`src/design/bru_params.svh`:
```
`ifndef BRU_PARAMS_SVH
`define BRU_PARAMS_SVH

// datapath widths
`define BRU_XLEN       32
`define BRU_VADDR_W    32

// physical register file
`define BRU_RNID_W     6
`define BRU_PREG_NUM   64

// result forwarding
`define BRU_FWD_NUM    2

// branch tracking and commit
`define BRU_BRTAG_NUM  4
`define BRU_CMT_ID_W   6

`endif

```
`src/design/bru_pkg.sv`:
```
`default_nettype none

package bru_pkg;
  `include "bru_params.svh"

  typedef enum logic [2:0] {
    OP_EQ,
    OP_NE,
    OP_LT,
    OP_GE,
    OP_LTU,
    OP_GEU,
    OP_JUMP,
    OP_NONE
  } bru_op_e;

  typedef enum logic [1:0] {
    IMM_SB,
    IMM_UJ,
    IMM_I,
    IMM_NONE
  } bru_imm_e;

  typedef struct packed {
    bru_op_e  op;
    bru_imm_e imm;
    logic     wr_rd;  // jal/jalr link
  } pipe_ctrl_t;

  typedef struct packed {
    logic                                 valid;
    logic [31:0]                          inst;
    logic [`BRU_VADDR_W-1:0]              pc_addr;
    logic                                 is_rvc;
    logic [`BRU_CMT_ID_W-1:0]             cmt_id;
    logic [$clog2(`BRU_BRTAG_NUM)-1:0]    brtag;
    logic [`BRU_BRTAG_NUM-1:0]            br_mask;
    logic                                 rs1_valid;
    logic [`BRU_RNID_W-1:0]               rs1_rnid;
    logic                                 rs1_pred_ready;
    logic                                 rs2_valid;
    logic [`BRU_RNID_W-1:0]               rs2_rnid;
    logic                                 rs2_pred_ready;
    logic                                 rd_valid;
    logic [`BRU_RNID_W-1:0]               rd_rnid;
    logic [4:0]                           rd_regidx;  // architectural rd
  } issue_t;

  typedef struct packed {
    logic                   valid;
    logic [`BRU_RNID_W-1:0] rd_rnid;
    logic [`BRU_XLEN-1:0]   rd_data;
  } phy_wr_t;

  typedef struct packed {
    logic                              update;
    logic                              dead;
    logic                              mispredict;
    logic [`BRU_VADDR_W-1:0]           pc_vaddr;
    logic [`BRU_VADDR_W-1:0]           target_vaddr;
    logic [`BRU_CMT_ID_W-1:0]          cmt_id;
    logic [$clog2(`BRU_BRTAG_NUM)-1:0] brtag;
    logic [`BRU_BRTAG_NUM-1:0]         br_mask;
  } br_upd_t;

  typedef struct packed {
    logic                     done;
    logic [`BRU_CMT_ID_W-1:0] cmt_id;
  } done_t;

  // younger op depends on a live mispredicted branch
  function automatic logic is_br_kill(input logic [`BRU_BRTAG_NUM-1:0] br_mask,
                                      input br_upd_t upd);
    return upd.update & ~upd.dead & upd.mispredict & br_mask[upd.brtag];
  endfunction

  function automatic logic [`BRU_VADDR_W-1:0] sext_sb(input logic [31:0] inst);
    return {{(`BRU_VADDR_W-13){inst[31]}}, inst[31], inst[7], inst[30:25], inst[11:8], 1'b0};
  endfunction

  function automatic logic [`BRU_VADDR_W-1:0] sext_uj(input logic [31:0] inst);
    return {{(`BRU_VADDR_W-21){inst[31]}}, inst[31], inst[19:12], inst[20], inst[30:21], 1'b0};
  endfunction

  function automatic logic [`BRU_VADDR_W-1:0] sext_i(input logic [31:0] inst);
    return {{(`BRU_VADDR_W-12){inst[31]}}, inst[31:20]};
  endfunction

endpackage

`default_nettype wire

```
`src/design/bru_exec_stage.sv`:
```
`timescale 1ns/1ps
`default_nettype none
`include "bru_params.svh"

module bru_exec_stage
  import bru_pkg::*;
(
  input  wire logic                 i_clk,
  input  wire logic                 i_reset_n,
  input  wire issue_t               i_ex2_issue,
  input  wire pipe_ctrl_t           i_ex2_ctrl,
  input  wire logic                 i_ex2_dead,
  input  wire logic [`BRU_XLEN-1:0] i_ex2_rs1,
  input  wire logic [`BRU_XLEN-1:0] i_ex2_rs2,
  input  wire logic                 i_ex2_pred_hit,
  input  wire br_upd_t              i_br_upd_fb,
  input  wire logic                 i_commit_flush,
  output br_upd_t                   o_br_upd,
  output done_t                     o_done,
  output phy_wr_t                   o_phy_wr
);

  logic                    w_ex2_taken;
  logic [`BRU_VADDR_W-1:0] w_ex2_target;
  logic [`BRU_VADDR_W-1:0] w_ex2_jalr_sum;
  logic                    w_ex2_kill;
  logic                    r_ex3_valid;
  logic                    r_ex3_dead;
  issue_t                  r_ex3_issue;
  pipe_ctrl_t              r_ex3_ctrl;
  logic                    r_ex3_taken;
  logic [`BRU_VADDR_W-1:0] r_ex3_target;
  logic                    r_ex3_pred_hit;
  logic [`BRU_VADDR_W-1:0] w_ex3_link_addr;
  logic                    w_ex3_live;

  always_comb begin
    case (i_ex2_ctrl.op)
      OP_EQ:   w_ex2_taken = i_ex2_rs1 == i_ex2_rs2;
      OP_NE:   w_ex2_taken = i_ex2_rs1 != i_ex2_rs2;
      OP_LT:   w_ex2_taken = $signed(i_ex2_rs1) < $signed(i_ex2_rs2);
      OP_GE:   w_ex2_taken = $signed(i_ex2_rs1) >= $signed(i_ex2_rs2);
      OP_LTU:  w_ex2_taken = i_ex2_rs1 < i_ex2_rs2;
      OP_GEU:  w_ex2_taken = i_ex2_rs1 >= i_ex2_rs2;
      OP_JUMP: w_ex2_taken = 1'b1;  // jal/jalr
      default: w_ex2_taken = 1'b0;
    endcase
  end

  assign w_ex2_jalr_sum = i_ex2_rs1[`BRU_VADDR_W-1:0] + sext_i(i_ex2_issue.inst);

  always_comb begin
    case (i_ex2_ctrl.imm)
      IMM_SB:  w_ex2_target = i_ex2_issue.pc_addr + sext_sb(i_ex2_issue.inst);
      IMM_UJ:  w_ex2_target = i_ex2_issue.pc_addr + sext_uj(i_ex2_issue.inst);
      IMM_I:   w_ex2_target = {w_ex2_jalr_sum[`BRU_VADDR_W-1:1], 1'b0};  // lsb cleared
      default: w_ex2_target = i_ex2_issue.pc_addr;
    endcase
  end

  assign w_ex2_kill = is_br_kill(i_ex2_issue.br_mask, i_br_upd_fb);

  always_ff @(posedge i_clk, negedge i_reset_n) begin
    if (!i_reset_n) begin
      r_ex3_valid <= 1'b0;
      r_ex3_dead  <= 1'b0;
    end else begin
      r_ex3_valid <= i_ex2_issue.valid;
      r_ex3_dead  <= i_ex2_issue.valid & (i_ex2_dead | w_ex2_kill | i_commit_flush);
    end
  end

  always_ff @(posedge i_clk) begin
    r_ex3_issue    <= i_ex2_issue;
    r_ex3_ctrl     <= i_ex2_ctrl;
    r_ex3_taken    <= w_ex2_taken;
    r_ex3_target   <= w_ex2_target;
    r_ex3_pred_hit <= i_ex2_pred_hit;
  end

  assign w_ex3_link_addr = r_ex3_issue.pc_addr +
                           (r_ex3_issue.is_rvc ? `BRU_VADDR_W'(2) : `BRU_VADDR_W'(4));
  assign w_ex3_live = r_ex3_valid & r_ex3_pred_hit & ~r_ex3_dead;

  always_comb begin
    o_br_upd.update       = r_ex3_valid & r_ex3_pred_hit;
    o_br_upd.dead         = r_ex3_dead;
    o_br_upd.mispredict   = r_ex3_taken;  // every taken op redirects
    o_br_upd.pc_vaddr     = r_ex3_issue.pc_addr;
    o_br_upd.target_vaddr = r_ex3_target;
    o_br_upd.cmt_id       = r_ex3_issue.cmt_id;
    o_br_upd.brtag        = r_ex3_issue.brtag;
    o_br_upd.br_mask      = r_ex3_issue.br_mask;
  end

  always_comb begin
    o_done.done   = w_ex3_live;
    o_done.cmt_id = r_ex3_issue.cmt_id;
  end

  always_comb begin
    o_phy_wr.valid   = w_ex3_live & r_ex3_ctrl.wr_rd & (r_ex3_issue.rd_regidx != 5'd0);
    o_phy_wr.rd_rnid = r_ex3_issue.rd_rnid;
    o_phy_wr.rd_data = `BRU_XLEN'(w_ex3_link_addr);
  end

endmodule

`default_nettype wire

```
`config.mk`:
```
export PLATFORM = sky130hd
export DESIGN_NAME = bru_exec_stage
export DESIGN_NICKNAME = d
export VERILOG_FILES = /design/src/design/bru_pkg.sv /design/src/design/bru_exec_stage.sv
export VERILOG_INCLUDE_DIRS = /design/src /design/src/design
export SDC_FILE = /design/constraint.sdc
export NUM_CORES = 1
export LEC_CHECK = 0
export BUFFER_PORTS_ARGS = -buffer_cell sky130_fd_sc_hd__buf_4
export CAP_MARGIN = 10
export CORE_AREA = 2 2 150 152
export CTS_CLUSTER_DIAMETER = 80
export DETAILED_ROUTE_END_ITERATION = 8
export DIE_AREA = 0 0 152 154
export SLEW_MARGIN = 30
export SYNTH_ARGS = -nofsm -noshare
export SYNTH_HDL_FRONTEND = slang
export SYNTH_SLANG_ARGS = --single-unit
```
`constraint.sdc`:
```
create_clock -name i_clk -period 3.05 [get_ports i_clk]
set_input_delay 0.305 -clock i_clk [delete_from_list [all_inputs] [get_ports i_clk]]
set_output_delay 0.305 -clock i_clk [all_outputs]
set_load 0.01 [all_outputs]
```
==> metrics.yaml, run 1 <==
status: "finished clean"
max_freq_mhz: 351
finalNetCount: 1575
crit_path_end_kind: "register"
path_class: "input pin to register"
dp_hpwl_um: 22500
synthArstFlopShare: 0.0215
wirelength_um: 26700
pre_cts_slack_ns: -0.276
ys_ff_latch: 93
maxSlewViolCount: 0
rows: 54
critPathRequiredTime_ns: 3.35
routed_via_density: 5.14
grtUsageTotal: 0.223
netlist_area_mm2: 0.00770
fin_crit_ns: 2.85
root_buffer: "clkbuf_16"
io_buffers: 286
coreArea_mm2: 0.0217
ioPinCount: 385
firstDrtPassIters: 4
ir_worst_vdd_v: 0.000208
grt_overflow: 0
worst-path-max-fanout: 7
diodes: 0
synthCells: 926
htree_levels: 3
setup_ws_ns: 0.205
leakage_nw: 5.22
numCtsBuffers: 9
synthToLayoutAreaGrowth_pct: 38.1
die_h_um: 154
startpoint_type: "input pin"
drc: 0
setup_viol: 0
synth_edf_count: 0
most-common-layout-cells: "buf_4, ha_1, dfxtp_1, a21oi_1, nand2_1"
fp.dieW_um: 152
drive_gt1_frac: 0.337
antenna_left: 0
grt_max_degree: 52
syn_avg_cell_area_um2: 8.32
tightest_slew_ns: 0.542
yosys_warnings: 0
arrival_ns: 3.14
tns_ns: 0
wire_per_inst_um: 17.8
cts_tree: "done"
final_core_util: 0.490
rsz0062_at_grt: "false"
initial_core_util: 0.355
slew_headroom: 0.638
die-area_mm2: 0.0234
antenna_found_initial: 0
pwr_density_cell_mw_per_mm2: 410
syn_nets: 1283
grt_pass1_vias: 7442
yosys_most_used_dff: "dfxtp_1"
hold_viol: 0
period_share: 0.933
clkSlewWorstSetupHoldPaths_ns: 0.08
total_power_mw: 4.36
synth_cell_type_count: 80
num_vias: 7728
gp_congestion: 0.938
drt_iter0_markers: 410
min_path_type: "input pin to register"
drv_cap: 0
grt_pass1_wl_um: 41100
numClockSinks: 93
yosysSeqAreaShare: 0.243
clk_path_buf_depth: 2
layout_commonest_cell: "buf_4"
==> synth_stat cells, drive strengths merged (9+ instances only) <==
master	n	area share
a211oi	10	0.010
a21o	43	0.042
a21oi	76	0.049
a31oi	17	0.016
and3	16	0.013
buf	63	0.061
clkbuf	22	0.012
dfxtp	91	0.24
ha	94	0.15
inv	48	0.023
mux2i	9	0.012
nand2	74	0.036
nand3	33	0.021
nand4	14	0.011
nor2	41	0.020
nor2b	9	0.0073
nor3	13	0.0099
o211ai	10	0.0097
o21ai	45	0.030
xnor2	40	0.045
xor2	29	0.033
==> flip-flops by register name, indices dropped and copies added (netlist names) <==
signal          cells
r_ex3_issue         6
o_phy_wr            6
r_ex3_valid         1
r_ex3_ctrl          1
r_ex3_dead          1
r_ex3_taken         1
o_br_upd           44
r_ex3_target       32
r_ex3_pred_hit      1
==> critical path, stage by stage <==
cell	delay, ns
buf_4	0.13
nor2_4	0.12
buf_12	0.13
mux2_2	0.34
ha_1	0.29
buf_4	0.14
nor2b_1	0.13
o31a_1	0.27
o221ai_2	0.22
and2_1	0.20
o21ai_1	0.15
a41oi_1	0.29
mux2i_1	0.23
o221a_1	0.19
==> per-layer routing <==
metal  up-vias  part of all wire  track usage
met4         0             0.020       0.0690
met5         -                 0            0
met3        31             0.080       0.0592
met1      3515              0.47        0.304
li1       3901                 -            -
met2       281              0.43        0.345
==> final cells by class <==
class,instances,area (µm²)
Fill cell,2148,11100
Timing Repair Buffer,366,2760
Tap cell,280,350
Clock inverter,6,93.8
Multi-Input combinational cell,700,5140
Clock buffer,10,229
Inverter,48,180
Sequential cell,93,1870
==> repair_timing <==
| item | in CTS | in global routing |
|---|---|---|
| endpoints found under the setup margin | 3 | 6 |
| pin swaps | 0 | 1 |
| hold buffers | 1 | 0 |
| cloned | 0 | 0 |
| buffers inserted | 0 | 1 |
| hold endpoints to repair | 2 | 0 |
| resized for setup | 2 | 3 |
==> report_power, final <==
group          total, mW  internal [mW]  switching (mW)
clock network       1.27          0.728           0.540
logic               1.69          0.848           0.846
registers           1.40           1.34          0.0641
==> metrics by stage <==
step                      instance area (µm²)  std cells  hold slack [ns]
final                                   10600       1503           0.0468
after global placement                  10300       1485           0.0885
after CTS                               10600       1502           0.0299
after global routing                    10600       1503           0.0345
after detailed placement                10300       1485           0.0887
after floorplan                          7750        926          0.00941
==> final timing paths <==
kind                                 start                        to  slack, ns  depth (start not counted)
max                          i_ex2_ctrl[2]  r_ex3_target[29]$_DFF_P_       0.20                         14
min                        i_ex2_issue[34]       o_br_upd[6]$_DFF_P_       0.05                          1
max in group asynchronous        i_reset_n      r_ex3_dead$_DFF_PN0_       2.68                          2
min in group asynchronous        i_reset_n     r_ex3_valid$_DFF_PN0_       0.28                          2
==> cells by family (layout without fill, tap and decap cells) <==
| kind of cell | Yosys count | in the layout | synth area share |
|---|---|---|---|
| AOI/OAI and AO/OA | 275 | 275 | 0.241 |
| xor gates and xnor gates | 69 | 69 | 0.0785 |
| adders and majority gates | 97 | 97 | 0.161 |
| buffers and inverters | 133 | 430 | 0.0967 |
| DFF | 93 | 93 | 0.243 |
| muxes | 16 | 16 | 0.0234 |
| and+or+nand+nor | 243 | 243 | 0.157 |
Note: power is estimated with default switching activity, not from simulation.
==> run 2, diff against run 1 <==
--- a/config.mk
+++ b/config.mk
@@ -8,10 +8,10 @@
 export LEC_CHECK = 0
 export BUFFER_PORTS_ARGS = -buffer_cell sky130_fd_sc_hd__buf_4
 export CAP_MARGIN = 10
-export CORE_AREA = 2 2 150 152
+export CORE_AREA = 2 2 152 154
 export CTS_CLUSTER_DIAMETER = 80
 export DETAILED_ROUTE_END_ITERATION = 8
-export DIE_AREA = 0 0 152 154
+export DIE_AREA = 0 0 154 156
 export SLEW_MARGIN = 30
 export SYNTH_ARGS = -nofsm -noshare
 export SYNTH_HDL_FRONTEND = slang
==> run 2 against run 1 <==
Effect of this change:
- hold slack lost 0.0094 ns
- non-clock buffer count shrank 10
- sequential power is essentially flat
- clock power shrank 12%
- total power shrank 3.7%
- routed wire length is essentially flat
- via count shrank 1.6%
- sequential share of layout area grew 0.20 points
- sequential cell count is the same
- final area shrank 1.1%
- die area grew 2.6%
- critical path type unchanged
- largest cell class unchanged
- largest power group unchanged
- highest routed layer unchanged
==> metrics.yaml, run 2 (synthesis results as in run 1) <==
clk_path_buf_depth: 2  # unchanged
pwr_density_cell_mw_per_mm2: 400  # -2.7%
setup_viol: 0  # unchanged
pre_cts_slack_ns: -0.227  # +0.0485 ns
die-area_mm2: 0.0240  # +2.6%
grt_max_degree: 52  # unchanged
grt_pass1_vias: 7488  # +0.62%
firstDrtPassIters: 5  # +1
fin_area_mm2: 0.0105  # -1.1%
n_fill_cell: 2236  # +4.1%
numClockSinks: 93  # unchanged
path_class: "input pin to register"
startpoint_type: "input pin"
netSwitchingPower_mw: 1.46  # +0.70%
die_h_um: 156  # +1.3%
status: "finished clean"
layout_commonest_cell: "buf_4"
p_comb_frac: 0.399  # +0.011
htree_levels: 3  # unchanged
min_path_type: "input pin to register"
drc: 0  # unchanged
routed_via_density: 5.08  # -1.3%
wirelength_um: 26700  # about the same
crit_path_end_kind: "register"
arrival_ns: 3.20  # +0.06 ns
initial_core_util: 0.344  # -0.0107
intPower_mw: 2.74  # -6.0%
antenna_found_initial: 0  # unchanged
pwr-share-seq: 0.333  # +0.012
clkSlewWorstSetupHoldPaths_ns: 0.08  # about the same
seq_area_mm2: 0.00187  # unchanged
worst-path-max-fanout: 6  # -1
grtUsageTotal: 0.217  # -0.00623
cp_slowest_stage_delay_ns: 0.37  # +0.03 ns
max_freq_mhz: 346  # -1.6%
leakage_nw: 5.15  # -1.3%
crit_chain: "buf_4, nor2_4, mux2_2, ha_1, inv_1, fa_1, nor2b_1, o31a_1, o221ai_2, and2_1, o21ai_1, a41oi_1, mux2i_1, o221a_1"
ioPinCount: 385  # unchanged
slew_headroom: 0.641  # +0.00258
grt_overflow: 0  # unchanged
numCtsBuffers: 9  # unchanged
maxSlewViolCount: 0  # unchanged
drt_iter0_markers: 412  # +0.49%
setup_ws_ns: 0.158  # -0.0469 ns
drive_gt1_frac: 0.333  # -0.00382
multiInputGateArea_mm2: 0.00514  # about the same
cpMaxStageDelayCell: "mux2_2"
fp.dieW_um: 154  # +1.3%
critPathRequiredTime_ns: 3.36  # about the same
dp_hpwl_um: 22400  # -0.51%
final_core_util: 0.470  # -0.0201
diodes: 0  # unchanged
ir_worst_vdd_v: 0.000182  # -13%
gp_congestion: 0.925  # -1.4%
wire_per_inst_um: 17.8  # +0.33%
drv_cap: 0  # unchanged
most-common-layout-cells: "buf_4, ha_1, dfxtp_1, a21oi_1, nand2_1"
swShare: 0.348  # +0.0154
coreArea_mm2: 0.0224  # +3.1%
antenna_left: 0  # unchanged
synthToLayoutAreaGrowth_pct: 36.5
power_frac_clock: 0.268  # -0.023
rows: 55  # +1.9%
finalNetCount: 1565  # -0.63%
tightest_slew_ns: 0.539  # -0.00387 ns
fin_crit_ns: 2.89  # +0.0469 ns
largest_reg_flops: 44  # unchanged
post_dp_cell_area_mm2: 0.0102  # -0.67%
period_share: 0.948  # +0.0154
num_vias: 7606  # -1.6%
io_buffers: 286  # unchanged
grt_pass1_wl_um: 40500  # -1.7%
hold_viol: 0  # unchanged
cts_tree: "done"
root_buffer: "clkbuf_16"
run 2: changes by cell type in the layout (fill, tap and decap cells not counted), sizes merged:
cell / previous run / this run
buf: 365 / 355
bufinv: 2 / 0
inv: 50 / 51
clkinvlp: 1 / 2
run 2: layout make-up:
class,instances,area share
Clock buffer,10,0.0218
Inverter,48,0.0171
Clock inverter,6,0.00524
Multi-Input combinational cell,700,0.489
Timing Repair Buffer,356,0.254
Tap cell,285,0.0339
Sequential cell,93,0.178
run 2: power by group through the flow:
stage	registers, mW	clock network [mW]	logic [mW]
after global routing	1.41	1.18	1.84
after floorplan	1.45	0	0.917
after global placement	1.43	0	1.65
final	1.40	1.12	1.68
after detailed placement	1.43	0	1.66
after CTS	1.40	1.15	1.67
run 2: repair_timing:
action	in CTS	in global routing
pin swaps	0	1
endpoints found under the setup margin	3	8
hold buffers	1	0
gates resized for setup	1	4
setup buffers	0	1
hold endpoints to repair	2	0
run 2: per-layer routing:
layer,up-vias,part of all wire,GRT usage
met5,-,0,0
met4,0,0.016,0.0579
met3,24,0.088,0.0656
met2,280,0.44,0.351
met1,3405,0.46,0.282
li1,3897,-,-
run 2: path summary, 6_finish.rpt:
path	start	to	slack, ns	cells after the start
worst min-delay path	i_ex2_issue[10]	o_phy_wr[37]$_DFF_P_	0.04	1
min in group asynchronous	i_reset_n	r_ex3_dead$_DFF_PN0_	0.28	2
max in group asynchronous	i_reset_n	r_ex3_valid$_DFF_PN0_	2.69	2
worst max-delay path	i_ex2_ctrl[2]	r_ex3_target[29]$_DFF_P_	0.16	14
run 2: critical path: cells and delay by family:
| family | cells | cell delay (ns) |
|---|---|---|
| buf+inv | 2 | 0.20 |
| mux | 2 | 0.62 |
| compound gates | 5 | 1.13 |
| simple gates | 3 | 0.53 |
| fa+ha+maj | 2 | 0.41 |
run 2: through the flow:
step	TNS, ns	power, mW	hold slack, ns	instances
after global placement	-1.20	3.08	0.0879	1480
after CTS	0	4.23	0.0275	1497
after detailed placement	-1.66	3.09	0.0898	1480
after global routing	-0.0410	4.44	0.0265	1498
final	0	4.20	0.0374	1498
after floorplan	0	2.37	0.00941	926
==> run 3, diff against run 2 <==
==> constraint.sdc (replaced) <==
create_clock -name i_clk -period 3.05 [get_ports i_clk]
set_input_delay 0.305 -clock i_clk [delete_from_list [all_inputs] [get_ports i_clk]]
set_output_delay 0.305 -clock i_clk [all_outputs]
set_load 0.02 [all_outputs]
==> run 3 against run 2 <==
Effect of this change:
- fmax about the same
- non-clock buffer count unchanged
- largest power group unchanged
- sequential power about the same
- die area unchanged
- count of clock-buffer cells in the layout unchanged
- combinational power up 7%
- final area about the same
- first-iteration DRC count down 4.4%
- core utilization about the same
- critical endpoint unchanged
- clock power about the same
==> metrics.yaml, run 3 (synthesis results as in run 1) <==
rsz0062_at_grt: "false"
hold_viol: 0  # unchanged
tightest_slew_ns: 0.539  # +0.000703 ns
pwr_density_cell_mw_per_mm2: 411  # +2.8%
critPathRequiredTime_ns: 3.36  # about the same
clkSlewWorstSetupHoldPaths_ns: 0.08  # about the same
worst-path-max-fanout: 6  # unchanged
gp_congestion: 0.925  # unchanged
setup_viol: 0  # unchanged
wire_per_inst_um: 17.8  # about the same
dp_hpwl_um: 22400  # unchanged
largest_reg_flops: 44  # unchanged
path_class: "input pin to register"
arrival_ns: 3.20  # about the same
drt_iter0_markers: 394  # -4.4%
antenna_left: 0  # unchanged
io_buffers: 286  # unchanged
antenna_found_initial: 0  # unchanged
finalNetCount: 1565  # unchanged
cpMaxStageDelayCell: "mux2_2"
cts_tree: "done"
grt_pass1_wl_um: 40500  # unchanged
period_share: 0.947  # about the same
routed_via_density: 5.08  # about the same
slew_headroom: 0.640  # about the same
crit_chain: "buf_4, nor2_4, mux2_2, ha_1, inv_1, fa_1, nor2b_1, o31a_1, o221ai_2, and2_1, o21ai_1, a41oi_1, mux2i_1, o221a_1"
max_freq_mhz: 346  # about the same
ir_worst_vdd_v: 0.000183  # +0.38%
htree_levels: 3  # unchanged
min_path_type: "input pin to register"
root_buffer: "clkbuf_16"
grt_pass1_vias: 7488  # unchanged
n_fill_cell: 2236  # unchanged
firstDrtPassIters: 5  # unchanged
status: "finished clean"
numCtsBuffers: 9  # unchanged
drc: 0  # unchanged
grtUsageTotal: 0.217  # unchanged
grt_max_degree: 52  # unchanged
fin_crit_ns: 2.89  # -0.00264 ns
ioPinCount: 385  # unchanged
hold_path_depth: 1  # unchanged
num_vias: 7613  # +0.092%
cp_slowest_stage_delay_ns: 0.37  # about the same
leakage_nw: 5.15  # about the same
drv_cap: 0  # unchanged
initial_core_util: 0.344  # unchanged
fp.dieW_um: 154  # unchanged
synthToLayoutAreaGrowth_pct: 36.6  # about the same
numClockSinks: 93  # unchanged
maxSlewViolCount: 0  # unchanged
diodes: 0  # unchanged
startpoint_type: "input pin"
clk_path_buf_depth: 2  # unchanged
die-area_mm2: 0.0240  # unchanged
drive_gt1_frac: 0.335  # +0.00165
final_core_util: 0.470  # about the same
holdPathEnd: "o_phy_wr[37]$_DFF_P_"
coreArea_mm2: 0.0224  # unchanged
whs_ns: 0.0367  # -0.000681 ns
rows: 55  # unchanged
die_h_um: 156  # unchanged
crit_path_end_kind: "register"
layout_commonest_cell: "buf_4"
grt_overflow: 0  # unchanged
worstHoldStart: "i_ex2_issue[10]"
fin_area_mm2: 0.0105  # about the same
post_dp_cell_area_mm2: 0.0102  # unchanged
most-common-layout-cells: "buf_4, ha_1, dfxtp_1, a21oi_1, nand2_1"
wirelength_um: 26700  # about the same
-- run 3: worst max path at each step --
stage,to,slack (ns),start
6_report,r_ex3_target[29]$_DFF_P_,0.16,i_ex2_ctrl[2]
3_3_place_gp,r_ex3_target[24]$_DFF_P_,-0.22,i_ex2_ctrl[1]
3_5_place_dp,r_ex3_target[24]$_DFF_P_,-0.23,i_ex2_ctrl[1]
5_1_grt,r_ex3_target[31]$_DFF_P_,0.002,i_ex2_ctrl[1]
4_1_cts,o_phy_wr[29],0.03,o_br_upd[45]$_DFF_P_
2_1_floorplan,r_ex3_target[30]$_DFF_P_,0.009,i_ex2_ctrl[1]
-- run 3: per-stage QoR --
| stage | setup TNS, ns | instances | setup WS [ns] | power (mW) |
|---|---|---|---|---|
| after global placement | -1.20 | 1480 | -0.222 | 3.19 |
| after global routing | 0 | 1498 | 0.00216 | 4.55 |
| after detailed placement | -1.66 | 1480 | -0.227 | 3.21 |
| final | 0 | 1498 | 0.160 | 4.32 |
| after floorplan | 0 | 926 | 0.00920 | 2.48 |
| after CTS | 0 | 1497 | 0.0341 | 4.34 |
-- run 3: routing by layer --
layer  track usage  routed length, µm  part of all wire  vias to the layer above
li1              -                  -                 -                     3896
met1         0.282              12400              0.46                     3433
met2         0.351              11700              0.44                      259
met3        0.0656               2240             0.084                       25
met4        0.0579                428             0.016                        0
met5             0                  0                 0                        -
-- run 3: layout make-up --
cell class | count | area [µm²] | share of cell area
clock buffers | 10 | 229 | 0.0218
clock inverters | 6 | 55.1 | 0.00524
inverters | 48 | 180 | 0.0171
multi-input cells | 700 | 5150 | 0.490
flip-flops and latches | 93 | 1870 | 0.178
well taps | 285 | 357 | 0.0339
repair buffers | 356 | 2680 | 0.254
-- run 3: power by group --
group	switching (mW)	internal (mW)	total (mW)	leakage (nW)
Combinational	0.956	0.837	1.79	4.22
Sequential	0.0637	1.34	1.40	0.792
Clock	0.557	0.570	1.13	0.133
-- run 3: worst max-delay path, delay by kind of cell --
kind	cells	cell delay, ns
buf+inv	2	0.20
fa+ha+maj	2	0.41
mux	2	0.62
simple gates	3	0.53
compound gates	5	1.13
-- run 3: repair_timing --
action / CTS / global route
setup buffers: 0 / 1
setup endpoints to repair: 3 / 8
hold buffers: 1 / 0
resized for setup: 1 / 6
pin swaps: 0 / 1
endpoints found under the hold margin: 2 / 0
