**config.mk**
```make
export PLATFORM = sky130hd
export DESIGN_NAME = bru_operand_stage
export DESIGN_NICKNAME = d
export VERILOG_FILES = /design/src/design/bru_pkg.sv /design/src/design/bru_operand_stage.sv
export VERILOG_INCLUDE_DIRS = /design/src /design/src/design
export SDC_FILE = /design/constraint.sdc
export NUM_CORES = 1
export LEC_CHECK = 0
export BUFFER_PORTS_ARGS = -buffer_cell sky130_fd_sc_hd__buf_2
export CELL_PAD_IN_SITES_DETAIL_PLACEMENT = 1
export CELL_PAD_IN_SITES_GLOBAL_PLACEMENT = 1
export CORE_AREA = 3 3 205 207
export DETAILED_ROUTE_END_ITERATION = 8
export DIE_AREA = 0 0 208 210
export PLACE_DENSITY = 0.56
export SLEW_MARGIN = 20
export SYNTH_ARGS = -nofsm -noshare
export SYNTH_HDL_FRONTEND = slang
export SYNTH_SLANG_ARGS = --single-unit
```
**constraint.sdc**
```tcl
create_clock -name i_clk -period 2.12 [get_ports i_clk]
set_clock_uncertainty 0.15 [all_clocks]
set_input_delay 0.424 -clock i_clk [delete_from_list [all_inputs] [get_ports i_clk]]
set_output_delay 0.424 -clock i_clk [all_outputs]
set_load 0.01 [all_outputs]
```
**src/design/bru_params.svh**
```systemverilog
`ifndef BRU_PARAMS_SVH
`define BRU_PARAMS_SVH

// datapath widths
`define BRU_XLEN       32
`define BRU_VADDR_W    32

// physical register file
`define BRU_RNID_W     6
`define BRU_PREG_NUM   64

// result forwarding
`define BRU_FWD_NUM    2

// branch tracking and commit
`define BRU_BRTAG_NUM  4
`define BRU_CMT_ID_W   6

`endif

```
**src/design/bru_pkg.sv**
```systemverilog
`default_nettype none

package bru_pkg;
  `include "bru_params.svh"

  typedef enum logic [2:0] {
    OP_EQ,
    OP_NE,
    OP_LT,
    OP_GE,
    OP_LTU,
    OP_GEU,
    OP_JUMP,
    OP_NONE
  } bru_op_e;

  typedef enum logic [1:0] {
    IMM_SB,
    IMM_UJ,
    IMM_I,
    IMM_NONE
  } bru_imm_e;

  typedef struct packed {
    bru_op_e  op;
    bru_imm_e imm;
    logic     wr_rd;  // jal/jalr link
  } pipe_ctrl_t;

  typedef struct packed {
    logic                                 valid;
    logic [31:0]                          inst;
    logic [`BRU_VADDR_W-1:0]              pc_addr;
    logic                                 is_rvc;
    logic [`BRU_CMT_ID_W-1:0]             cmt_id;
    logic [$clog2(`BRU_BRTAG_NUM)-1:0]    brtag;
    logic [`BRU_BRTAG_NUM-1:0]            br_mask;
    logic                                 rs1_valid;
    logic [`BRU_RNID_W-1:0]               rs1_rnid;
    logic                                 rs1_pred_ready;
    logic                                 rs2_valid;
    logic [`BRU_RNID_W-1:0]               rs2_rnid;
    logic                                 rs2_pred_ready;
    logic                                 rd_valid;
    logic [`BRU_RNID_W-1:0]               rd_rnid;
    logic [4:0]                           rd_regidx;  // architectural rd
  } issue_t;

  typedef struct packed {
    logic                   valid;
    logic [`BRU_RNID_W-1:0] rd_rnid;
    logic [`BRU_XLEN-1:0]   rd_data;
  } phy_wr_t;

  typedef struct packed {
    logic                              update;
    logic                              dead;
    logic                              mispredict;
    logic [`BRU_VADDR_W-1:0]           pc_vaddr;
    logic [`BRU_VADDR_W-1:0]           target_vaddr;
    logic [`BRU_CMT_ID_W-1:0]          cmt_id;
    logic [$clog2(`BRU_BRTAG_NUM)-1:0] brtag;
    logic [`BRU_BRTAG_NUM-1:0]         br_mask;
  } br_upd_t;

  typedef struct packed {
    logic                     done;
    logic [`BRU_CMT_ID_W-1:0] cmt_id;
  } done_t;

  // younger op depends on a live mispredicted branch
  function automatic logic is_br_kill(input logic [`BRU_BRTAG_NUM-1:0] br_mask,
                                      input br_upd_t upd);
    return upd.update & ~upd.dead & upd.mispredict & br_mask[upd.brtag];
  endfunction

  function automatic logic [`BRU_VADDR_W-1:0] sext_sb(input logic [31:0] inst);
    return {{(`BRU_VADDR_W-13){inst[31]}}, inst[31], inst[7], inst[30:25], inst[11:8], 1'b0};
  endfunction

  function automatic logic [`BRU_VADDR_W-1:0] sext_uj(input logic [31:0] inst);
    return {{(`BRU_VADDR_W-21){inst[31]}}, inst[31], inst[19:12], inst[20], inst[30:21], 1'b0};
  endfunction

  function automatic logic [`BRU_VADDR_W-1:0] sext_i(input logic [31:0] inst);
    return {{(`BRU_VADDR_W-12){inst[31]}}, inst[31:20]};
  endfunction

endpackage

`default_nettype wire

```
**src/design/bru_operand_stage.sv**
```systemverilog
`timescale 1ns/1ps
`default_nettype none
`include "bru_params.svh"

module bru_operand_stage
  import bru_pkg::*;
(
  input  wire logic                 i_clk,
  input  wire logic                 i_reset_n,
  input  wire issue_t               i_ex1_issue,
  input  wire pipe_ctrl_t           i_ex1_ctrl,
  input  wire logic                 i_ex1_dead,
  input  wire logic [`BRU_XLEN-1:0] i_rs1_data,
  input  wire logic [`BRU_XLEN-1:0] i_rs2_data,
  input  wire phy_wr_t              i_fwd_bus [`BRU_FWD_NUM],
  input  wire br_upd_t              i_br_upd,
  input  wire logic                 i_commit_flush,
  output logic [`BRU_RNID_W-1:0]    o_rs1_rnid,
  output logic [`BRU_RNID_W-1:0]    o_rs2_rnid,
  output issue_t                    o_ex2_issue,
  output pipe_ctrl_t                o_ex2_ctrl,
  output logic                      o_ex2_dead,
  output logic [`BRU_XLEN-1:0]      o_ex2_rs1,
  output logic [`BRU_XLEN-1:0]      o_ex2_rs2,
  output logic                      o_ex2_pred_hit
);

  logic                    w_ex1_kill;
  logic                    r_ex2_valid;
  logic                    r_ex2_dead;
  issue_t                  r_ex2_issue;
  pipe_ctrl_t              r_ex2_ctrl;
  logic [`BRU_XLEN-1:0]    r_ex2_rs1_data;
  logic [`BRU_XLEN-1:0]    r_ex2_rs2_data;
  logic [`BRU_FWD_NUM-1:0] w_rs1_fwd_hit;
  logic [`BRU_FWD_NUM-1:0] w_rs2_fwd_hit;
  logic [`BRU_XLEN-1:0]    w_rs1_fwd_data;
  logic [`BRU_XLEN-1:0]    w_rs2_fwd_data;
  logic                    w_rs1_pred_hit;
  logic                    w_rs2_pred_hit;

  assign o_rs1_rnid = i_ex1_issue.rs1_rnid;
  assign o_rs2_rnid = i_ex1_issue.rs2_rnid;

  assign w_ex1_kill = is_br_kill(i_ex1_issue.br_mask, i_br_upd);

  always_ff @(posedge i_clk, negedge i_reset_n) begin
    if (!i_reset_n) begin
      r_ex2_valid <= 1'b0;
      r_ex2_dead  <= 1'b0;
    end else begin
      r_ex2_valid <= i_ex1_issue.valid;
      r_ex2_dead  <= i_ex1_issue.valid & (i_ex1_dead | w_ex1_kill | i_commit_flush);
    end
  end

  always_ff @(posedge i_clk) begin
    r_ex2_issue    <= i_ex1_issue;
    r_ex2_ctrl     <= i_ex1_ctrl;
    r_ex2_rs1_data <= i_rs1_data;
    r_ex2_rs2_data <= i_rs2_data;
  end

  // one-hot match on the bus with x0 never forwarded
  always_comb begin
    w_rs1_fwd_data = '0;
    w_rs2_fwd_data = '0;
    for (int p = 0; p < `BRU_FWD_NUM; p++) begin
      w_rs1_fwd_hit[p] = r_ex2_issue.rs1_valid & i_fwd_bus[p].valid &
                         (i_fwd_bus[p].rd_rnid == r_ex2_issue.rs1_rnid) &
                         (r_ex2_issue.rs1_rnid != '0);
      w_rs2_fwd_hit[p] = r_ex2_issue.rs2_valid & i_fwd_bus[p].valid &
                         (i_fwd_bus[p].rd_rnid == r_ex2_issue.rs2_rnid) &
                         (r_ex2_issue.rs2_rnid != '0);
      w_rs1_fwd_data = w_rs1_fwd_data | ({`BRU_XLEN{w_rs1_fwd_hit[p]}} & i_fwd_bus[p].rd_data);
      w_rs2_fwd_data = w_rs2_fwd_data | ({`BRU_XLEN{w_rs2_fwd_hit[p]}} & i_fwd_bus[p].rd_data);
    end
  end

  // speculative operand must show up this cycle
  assign w_rs1_pred_hit = (r_ex2_issue.rs1_valid & r_ex2_issue.rs1_pred_ready) ?
                          |w_rs1_fwd_hit : 1'b1;
  assign w_rs2_pred_hit = (r_ex2_issue.rs2_valid & r_ex2_issue.rs2_pred_ready) ?
                          |w_rs2_fwd_hit : 1'b1;

  always_comb begin
    o_ex2_issue       = r_ex2_issue;
    o_ex2_issue.valid = r_ex2_valid;
  end

  assign o_ex2_ctrl     = r_ex2_ctrl;
  assign o_ex2_dead     = r_ex2_dead;
  assign o_ex2_rs1      = |w_rs1_fwd_hit ? w_rs1_fwd_data : r_ex2_rs1_data;
  assign o_ex2_rs2      = |w_rs2_fwd_hit ? w_rs2_fwd_data : r_ex2_rs2_data;
  assign o_ex2_pred_hit = w_rs1_pred_hit & w_rs2_pred_hit;

endmodule

`default_nettype wire

```
==> impl_metrics.py, run 1 <==
metrics = {
    "global_routing": {
        "grt_usage_pct": 13.4,
        "grt_max_degree": 18,
        "grt_pass1_wl_um": 42600,
        "antenna_found_initial": 9,
        "grt_pass1_vias": 6726,
        "grt-ovfl-total": 0,
    },
    "floorplanning": {
        "die_y_um": 210,
        "ios": 527,
        "die_area_um2": 43700,
        "initial_utilization_pct": 12.8,
        "num_rows": 74,
        "core_um2": 40600,
        "die_x_um": 208,
    },
    "sta": {
        "rsz0062_at_grt": "yes",
        "worst_pin_slew_ns": 0.680,
        "hold_viol": 0,
        "fin_crit_ns": 3.14,
        "finalSetupViolations": 65,
        "finalCritPeriodShare_pct": 148,
        "timing.final.ws_setup_ns": -1.02,
        "max_freq_mhz": 318,
        "slew_violations": 0,
        "slew_headroom_pct": 54.5,
    },
    "clock_network": {
        "cts_buffers": 17,
        "h-tree-depth": 4,
        "tritoncts": "built",
        "clockBufferDepth": 2,
        "clkSinkCount": 177,
        "cts_root_buf": "clkbuf_16",
        "cts.clk_slew.worst_paths_ns": 0.07,
    },
    "place": {
        "hpwl_um": 22300,
        "dpl-instance-area_um2": 8430,
        "port_buffers": 452,
        "gp_congestion": 0.826,
        "dp_slack_ns": -0.707,
    },
    "setup_path": {
        "cp.arrival_ns": 2.57,
        "startpoint_type": "flip-flop",
        "cp.required_ns": 1.55,
        "cp_slowest_cell": "or4_4",
        "crit_fanout": 14,
        "slowest_delay_ns": 0.55,
        "path_class": "reg2out",
        "end_kind": "output port",
        "path_cells": "or4_4 > o31ai_4 > nor3_4 > buf_12 > a22o_1 > a21o_1 > buf_2",
        "crit_start": "o_ex2_issue[21]$_DFF_P_",
    },
    "route": {
        "wl_um": 29700,
        "routed_via_density": 3.62,
        "wl_per_cell_um": 18.5,
        "drtAntennaViolNets": 0,
        "num_vias": 5802,
        "drt_iter0_drc": 195,
        "drcViolationCount": 0,
        "dr.pass1.iters": 4,
    },
    "power": {
        "swShare_pct": 26.3,
        "combPwrFrac_pct": 14.8,
        "p_per_area_nw_per_um2": 708,
        "p_switching_mw": 2.07,
        "seqPwrFrac_pct": 45.4,
        "irDropWorstVdd_mv": 0.665,
        "intPower_mw": 5.80,
        "p_clk_share_pct": 39.8,
        "p_leak_nw": 5.51,
    },
    "outcome": {
        "violations": "setup timing",
        "status": "finished with violations",
    },
    "yosys": {
        "yosysMostFrequentCell": "dfxtp_1",
        "synth_edf_count": 0,
        "syn_nets": 721,
        "ys_top_cells_by_area": "dfxtp_1, a22o_1, a21o_1",
        "synth.yosys.seq_area_share_pct": 68.3,
        "yosys_warnings": 0,
        "synth_top_cell_by_area": "dfxtp_1",
        "synth-seq-cells": 177,
        "synth_commonest_cells": "dfxtp_1, a21o_1, a22o_1",
        "synth_flop_cell": "dfxtp_1",
        "post_synth_num_cell_types": 21,
        "syn_inst": 384,
        "syn_avg_cell_area_um2": 13.5,
        "yosysTopAreaCellShare_pct": 67.4,
        "netlist_area_um2": 5200,
        "async_reset_ff_share_pct": 1.13,
    },
    "job": {
        "cap_violations": 0,
    },
    "final_layout": {
        "nNetsFinal": 1388,
        "area_growth_pct": 114,
        "design_area_um2": 11100,
        "layout-drive-gt1-share_pct": 52.3,
    },
    "worst_hold_path": {
        "hold_path.class": "in2async",
    },
}
[critical path, delay by kind of cell (launching register included)]
family                 cells  cell delay, ns
AO/OA/AOI/OAI              3            0.70
AND/OR/NAND/NOR            2            0.72
buffers and inverters      2            0.33
flip-flops                 1            0.34
[metal layers]
metal,global-route usage (%),routed length [um],share of wire [%],vias to the layer above
li1,-,-,-,2727
met1,12.9,10200,34,2722
met2,25.0,15900,54,304
met3,5.39,2610,8.8,43
met4,6.18,879,3.0,6
met5,0,40,0.13,-
[sequential cells by signal (all words and copies together), names as in the netlist]
name            cells
o_ex2_issue       105
r_ex2_rs1_data     32
r_ex2_rs2_data     32
o_ex2_ctrl          6
o_ex2_dead          1
r_ex2_valid         1
[layout by cell type (no fill, tap or decap), drive strengths merged]
master,netlist,routed
a21o,64,64
a22o,64,64
a31oi,1,1
and4b,1,1
buf,25,498
clkbuf,6,22
clkinv,0,3
clkinvlp,0,1
dfrtp,2,2
dfxtp,175,175
diode,0,6
dlygate4sd3,0,179
inv,0,8
mux4,1,1
nand2,1,1
nand3,4,4
nand4,4,4
nor2,2,2
nor3,5,5
o31a,1,1
o31ai,2,2
or4,2,2
xnor2,24,24
[cells by family after synthesis]
family,Yosys count,synth area share [%]
XOR/XNOR,24,4.04
AND/OR/NAND/NOR,19,2.60
multiplexers,1,0.433
buffers and inverters,31,3.46
AO/OA/AOI/OAI,132,21.1
flip-flops,177,68.3
[worst max path at each step]
stage                    endpoint
detailed placement   o_ex2_rs2[2]
global placement    o_ex2_rs2[25]
finish               o_ex2_rs1[8]
global route         o_ex2_rs1[5]
floorplan           o_ex2_rs2[22]
CTS                 o_ex2_rs2[30]
[repair_timing]
action                                  4_1_cts  5_1_grt
endpoints found under the setup margin       65       65
hold endpoints to repair                    179        0
hold buffers                                179        0
pin swaps                                    24       41
gates cloned                                  1        2
setup buffers                                 5        2
gates resized for setup                      25       25
[power by group through the flow]
stage	registers, mW	logic [mW]	clock network [mW]
6_report	3.58	1.17	3.13
5_1_grt	3.59	1.25	3.40
4_1_cts	3.58	1.13	3.27
3_5_place_dp	3.65	0.846	0
3_3_place_gp	3.65	0.835	0
2_1_floorplan	3.70	0.203	0
[through the flow]
step / power, mW / utilization [%] / std cells / setup TNS [ns] / hold slack [ns]
final: 7.87 / 27.4 / 1602 / -62.66 / 0.137
after global routing: 8.24 / 27.4 / 1599 / -71.84 / 0.112
after CTS: 7.98 / 27.0 / 1594 / -68.93 / 0.0732
after detailed placement: 4.50 / 20.8 / 1379 / -41.98 / 0.0618
after global placement: 4.48 / 20.8 / 1379 / -42.06 / 0.0589
after floorplan: 3.90 / - / 384 / -16.01 / -0.0216
[layout make-up]
type / instances / area (um2)
fill: 4629 / 29400
clock buffer: 20 / 457
multi-input combinational: 176 / 1580
antenna: 6 / 15.0
timing repair buffer: 679 / 4730
sequential: 177 / 3560
clock inverter: 12 / 113
tap: 532 / 666
(Power assumes the default switching activity.)
==> run 2: changes to the inputs <==
--- a/config.mk
+++ b/config.mk
@@ -6,14 +6,16 @@
 export SDC_FILE = /design/constraint.sdc
 export NUM_CORES = 1
 export LEC_CHECK = 0
+export ABC_AREA = 1
 export BUFFER_PORTS_ARGS = -buffer_cell sky130_fd_sc_hd__buf_2
 export CELL_PAD_IN_SITES_DETAIL_PLACEMENT = 1
 export CELL_PAD_IN_SITES_GLOBAL_PLACEMENT = 1
-export CORE_AREA = 3 3 205 207
+export CORE_AREA = 3 3 204 206
 export DETAILED_ROUTE_END_ITERATION = 8
-export DIE_AREA = 0 0 208 210
-export PLACE_DENSITY = 0.56
+export DIE_AREA = 0 0 207 209
+export PLACE_DENSITY = 0.61
 export SLEW_MARGIN = 20
 export SYNTH_ARGS = -nofsm -noshare
 export SYNTH_HDL_FRONTEND = slang
 export SYNTH_SLANG_ARGS = --single-unit
+export TNS_END_PERCENT = 50
==> impl_metrics.py, run 2 <==
metrics = {
    "floorplanning": {
        "num_rows": 73,
        "die_y_um": 209,
        "die_x_um": 207,
        "initial_utilization_pct": 15.8,
        "die_area_um2": 43300,
        "ios": 527,
        "core_um2": 39800,
    },
    "yosys": {
        "syn_avg_cell_area_um2": 10.1,
        "async_reset_ff_share_pct": 1.13,
        "netlist_area_um2": 6310,
        "syn_nets": 963,
        "synth_flop_cell": "dfxtp_1",
        "synth-seq-cells": 177,
        "yosysMostFrequentCell": "dfxtp_1",
        "yosys_warnings": 0,
        "yosysTopAreaCellShare_pct": 55.5,
        "ys_top_cells_by_area": "dfxtp_1, nand4_1, nand3_2",
        "synth.yosys.seq_area_share_pct": 56.3,
        "post_synth_num_cell_types": 25,
        "syn_inst": 626,
        "synth_commonest_cells": "dfxtp_1, nand4_1, nand3_1",
        "synth_edf_count": 0,
        "synth_top_cell_by_area": "dfxtp_1",
    },
    "place": {
        "dp_slack_ns": -0.191,
        "dpl-instance-area_um2": 9390,
        "gp_congestion": 0.804,
        "hpwl_um": 26900,
        "port_buffers": 452,
    },
    "setup_path": {
        "slowest_delay_ns": 0.37,
        "cp_slowest_cell": "dfxtp_4",
        "cp.arrival_ns": 2.06,
        "path_buf_inv": 5,
        "cp.required_ns": 1.55,
        "cpMostUsedCell": "buf_12",
        "path_class": "reg2out",
        "startpoint_type": "flip-flop",
        "cp_top_family": "buffers and inverters",
        "path_cells": "buf_6 > a21oi_4 > nand2_2 > nor2_4 > buf_12 > buf_12 > clkbuf_16 > nand4_1 > nand3_1 > buf_2",
        "crit_fanout": 8,
        "end_kind": "output port",
    },
    "worst_hold_path": {
        "hold_path.class": "in2async",
    },
    "power": {
        "p_leak_nw": 6.32,
        "p_per_area_nw_per_um2": 636,
        "p_clk_share_pct": 39.3,
        "seqPwrFrac_pct": 42.7,
        "p_switching_mw": 2.39,
        "intPower_mw": 6.02,
        "swShare_pct": 28.4,
        "combPwrFrac_pct": 18.0,
        "irDropWorstVdd_mv": 0.767,
    },
    "outcome": {
        "status": "finished with violations",
        "violations": "setup timing",
    },
    "sta": {
        "finalSetupViolations": 65,
        "hold_slack_ns": 0.125,
        "fin_crit_ns": 2.63,
        "finalCritPeriodShare_pct": 124,
        "timing.final.ws_setup_ns": -0.510,
        "slew_headroom_pct": 77.1,
        "rsz0062_at_grt": "yes",
        "worst_pin_slew_ns": 0.344,
        "max_freq_mhz": 380,
        "hold_viol": 0,
        "slew_violations": 0,
    },
    "route": {
        "routed_via_density": 4.17,
        "dr.pass1.iters": 4,
        "wl_um": 39600,
        "drt_iter0_drc": 321,
        "num_vias": 7647,
        "drtAntennaViolNets": 0,
        "wl_per_cell_um": 21.6,
        "drcViolationCount": 0,
    },
    "final_layout": {
        "mostFrequentLayoutCells": "buf_2, dlygate4sd3_1, dfxtp_1",
        "largest_reg_flops": 105,
        "layout-drive-gt1-share_pct": 56.4,
        "fill_cells": 4593,
        "final_common_cell": "buf_2",
        "design_area_um2": 13200,
        "nNetsFinal": 1632,
        "area_growth_pct": 109,
    },
    "clock_network": {
        "cts_buffers": 17,
        "cts.clk_slew.worst_paths_ns": 0.08,
        "clkSinkCount": 177,
        "h-tree-depth": 4,
        "cts_root_buf": "clkbuf_16",
        "tritoncts": "built",
        "clockBufferDepth": 2,
    },
    "global_routing": {
        "grt_usage_pct": 17.2,
        "antenna_found_initial": 7,
        "grt-ovfl-total": 0,
        "grt_pass1_vias": 8618,
        "grt_pass1_wl_um": 55500,
        "grt_max_degree": 45,
    },
    "job": {
        "cap_violations": 0,
    },
}
[run 2: kinds of logic after synthesis]
family,after synthesis,share of synthesized area [%]
xor gates and xnor gates,5,0.694
buffers and inverters,92,8.23
AOI/OAI and AO/OA,8,0.734
DFF,177,56.3
and+or+nand+nor,344,34.0
[run 2: metrics by stage]
step | TNS, ns | cells | total power [mW] | util (%)
after global placement | -7.49 | 1589 | 4.71 | 23.6
after floorplan | 0 | 626 | 4.03 | -
after global routing | -39.31 | 1836 | 8.81 | 33.2
after detailed placement | -8.50 | 1589 | 4.73 | 23.6
final | -30.47 | 1836 | 8.41 | 33.2
after CTS | -34.99 | 1816 | 8.46 | 31.7
[run 2: final timing paths]
| kind | cells past startpoint | endpoint | start | slack, ns |
|---|---|---|---|---|
| max in group asynchronous | 2 | o_ex2_dead$_DFF_PN0_ | i_reset_n | 1.58 |
| max | 10 | o_ex2_rs2[15] | o_ex2_issue[15]$_DFF_P_ | -0.51 |
| min | 2 | r_ex2_valid$_DFF_PN0_ | i_reset_n | 0.13 |
| min in group i_clk | 3 | o_ex2_dead$_DFF_PN0_ | i_br_upd[76] | 0.13 |
[run 2: cell type report]
cell class | instances | area [um2] | area share, %
sequential | 177 | 3590 | 27.2
inverter | 30 | 113 | 0.852
clock buffer | 18 | 439 | 3.32
clock inverter | 14 | 164 | 1.24
multi-input combinational | 357 | 2780 | 21.0
timing repair buffer | 712 | 5460 | 41.3
antenna | 3 | 7.51 | 0.0568
tap | 525 | 657 | 4.97
[run 2: repair_timing]
item,in CTS,in global routing
setup buffers,12,12
cloned,6,7
pin swaps,24,19
endpoints found under the setup margin,65,65
hold buffers,177,0
hold endpoints to repair,178,0
gates resized for setup,135,65
[run 2: power groups by stage]
stage          sequential [mW]  clock (mW)  combinational [mW]
2_1_floorplan             3.70           0               0.329
3_3_place_gp              3.66           0                1.05
3_5_place_dp              3.66           0                1.06
4_1_cts                   3.59        3.44                1.43
5_1_grt                   3.61        3.58                1.62
6_report                  3.59        3.30                1.51
[run 2: metal layers]
layer  global-route usage, %  wire length, um  share of wire (%)  up-vias
met3                    5.57             2460                6.2       67
met4                    6.27             1120                2.8        8
met2                    31.2            20600                 52      335
li1                        -                -                  -     3575
met1                    18.8            15300                 39     3662
met5                       0               57               0.14        -
==> run 3: changes to the inputs <==
--- a/config.mk
+++ b/config.mk
@@ -13,7 +13,7 @@
 export CORE_AREA = 3 3 204 206
 export DETAILED_ROUTE_END_ITERATION = 8
 export DIE_AREA = 0 0 207 209
-export PLACE_DENSITY = 0.61
+export PLACE_DENSITY_LB_ADDON = 0.1
 export SLEW_MARGIN = 20
 export SYNTH_ARGS = -nofsm -noshare
 export SYNTH_HDL_FRONTEND = slang
==> impl_metrics.py, run 3 (same netlist as run 2, synthesis figures left out) <==
metrics = {
    "route": {
        "dr.pass1.iters": 6,
        "drt_iter0_drc": 245,
        "drtAntennaViolNets": 0,
        "wl_per_cell_um": 20.9,
        "wl_um": 38000,
        "drcViolationCount": 0,
        "num_vias": 7498,
        "routed_via_density": 4.12,
    },
    "power": {
        "p_leak_nw": 6.27,
        "irDropWorstVdd_mv": 0.612,
        "seqPwrFrac_pct": 43.1,
        "p_clk_share_pct": 39.0,
        "combPwrFrac_pct": 17.9,
        "swShare_pct": 28.9,
        "intPower_mw": 5.91,
        "p_per_area_nw_per_um2": 633,
        "p_switching_mw": 2.41,
    },
    "final_layout": {
        "seqCellArea_um2": 3590,
        "final_common_cell": "buf_2",
        "largest_reg_flops": 105,
        "mostFrequentLayoutCells": "buf_2, dlygate4sd3_1, dfxtp_1",
        "nNetsFinal": 1618,
        "layout-drive-gt1-share_pct": 56.4,
        "fin_util_pct": 33.0,
        "multi_input_area_um2": 2830,
        "area_growth_pct": 109,
        "fill_cells": 4585,
    },
    "sta": {
        "hold_viol": 0,
        "slew_violations": 0,
        "max_freq_mhz": 383,
        "fin_crit_ns": 2.61,
        "finalSetupViolations": 65,
        "worst_pin_slew_ns": 0.282,
        "rsz0062_at_grt": "yes",
        "slew_headroom_pct": 81.2,
        "timing.final.ws_setup_ns": -0.489,
        "finalCritPeriodShare_pct": 123,
    },
    "clock_network": {
        "cts_root_buf": "clkbuf_16",
        "tritoncts": "built",
        "h-tree-depth": 4,
        "cts_buffers": 17,
        "clkSinkCount": 177,
        "cts.clk_slew.worst_paths_ns": 0.08,
        "clockBufferDepth": 2,
    },
    "floorplanning": {
        "num_rows": 73,
        "die_y_um": 209,
        "initial_utilization_pct": 15.8,
        "die_x_um": 207,
        "ios": 527,
        "die_area_um2": 43300,
        "core_um2": 39800,
    },
    "place": {
        "port_buffers": 452,
        "dp_slack_ns": -0.299,
        "hpwl_um": 27700,
        "gp_congestion": 0.787,
    },
    "global_routing": {
        "grt_pass1_vias": 8460,
        "grt_usage_pct": 16.7,
        "grt_max_degree": 44,
        "grt-ovfl-total": 0,
        "antenna_found_initial": 4,
        "grt_pass1_wl_um": 54100,
    },
    "setup_path": {
        "cp.required_ns": 1.55,
        "path_class": "reg2out",
        "crit_fanout": 5,
        "cp.arrival_ns": 2.04,
        "crit_start": "o_ex2_issue[18]$_DFF_P_",
        "end_kind": "output port",
        "startpoint_type": "flip-flop",
    },
    "outcome": {
        "violations": "setup timing",
        "status": "finished with violations",
    },
    "job": {
        "cap_violations": 0,
    },
    "worst_hold_path": {
        "hold_path.class": "in2async",
    },
}
run 3: cell type report:
cell class	instances	share of cell area (%)
multi-input combinational	357	21.5
timing repair buffer	698	40.6
antenna	3	0.0571
inverter	30	0.875
tap	525	4.99
clock inverter	14	1.26
sequential	177	27.3
clock buffer	18	3.34
run 3: how the worst max path moves through the flow:
stage / to / slack (ns) / cells past startpoint
after floorplan: o_ex2_rs2[10] / 0.25 / 9
after global placement: o_ex2_rs1[29] / -0.26 / 9
after detailed placement: o_ex2_rs1[0] / -0.30 / 11
after CTS: o_ex2_rs2[9] / -0.58 / 11
after global routing: o_ex2_rs1[7] / -0.64 / 12
final: o_ex2_rs2[10] / -0.49 / 11
run 3: layer usage:
metal  part of all wire, %  GRT usage (%)  up-vias
met5                  0.11              0        -
met4                   2.5           5.92        6
met3                   7.3           5.48       46
met2                    52           30.1      336
met1                    38           18.3     3561
li1                      -              -     3549
run 3: critical path, stage by stage, from the launching register on:
cell and delay (ns):
dfxtp_4 0.37, inv_2 0.06, nand2_1 0.04, nand2_1 0.07, nand2_2 0.08, nor2_4 0.21
nand3_4 0.14, buf_12 0.17, buf_8 0.13, nand3_1 0.07, nand3_1 0.07, buf_2 0.16
run 3: metrics by stage:
stage	setup TNS [ns]	cells	total power [mW]	instance area, um2	hold WS, ns
finish	-28.49	1822	8.32	13200	0.133
global route	-37.81	1820	8.72	13100	0.105
CTS	-33.27	1808	8.38	12400	0.0759
detailed placement	-12.17	1581	4.70	9260	0.0619
global placement	-11.56	1581	4.70	9260	0.0615
floorplan	0	626	4.03	6310	-0.0216
run 3: power by group through the flow:
stage	sequential [mW]	clock (mW)	combinational [mW]
2_1_floorplan	3.70	0	0.329
3_3_place_gp	3.65	0	1.05
3_5_place_dp	3.65	0	1.05
4_1_cts	3.58	3.39	1.42
5_1_grt	3.60	3.51	1.60
6_report	3.58	3.25	1.49
run 3: repair_timing:
| item | in CTS | in global routing |
|---|---|---|
| cloned | 9 | 4 |
| hold buffers | 177 | 0 |
| pin swaps | 16 | 18 |
| resized for setup | 113 | 110 |
| endpoints found under the hold margin | 178 | 0 |
| setup buffers | 13 | 7 |
| setup endpoints to repair | 65 | 65 |
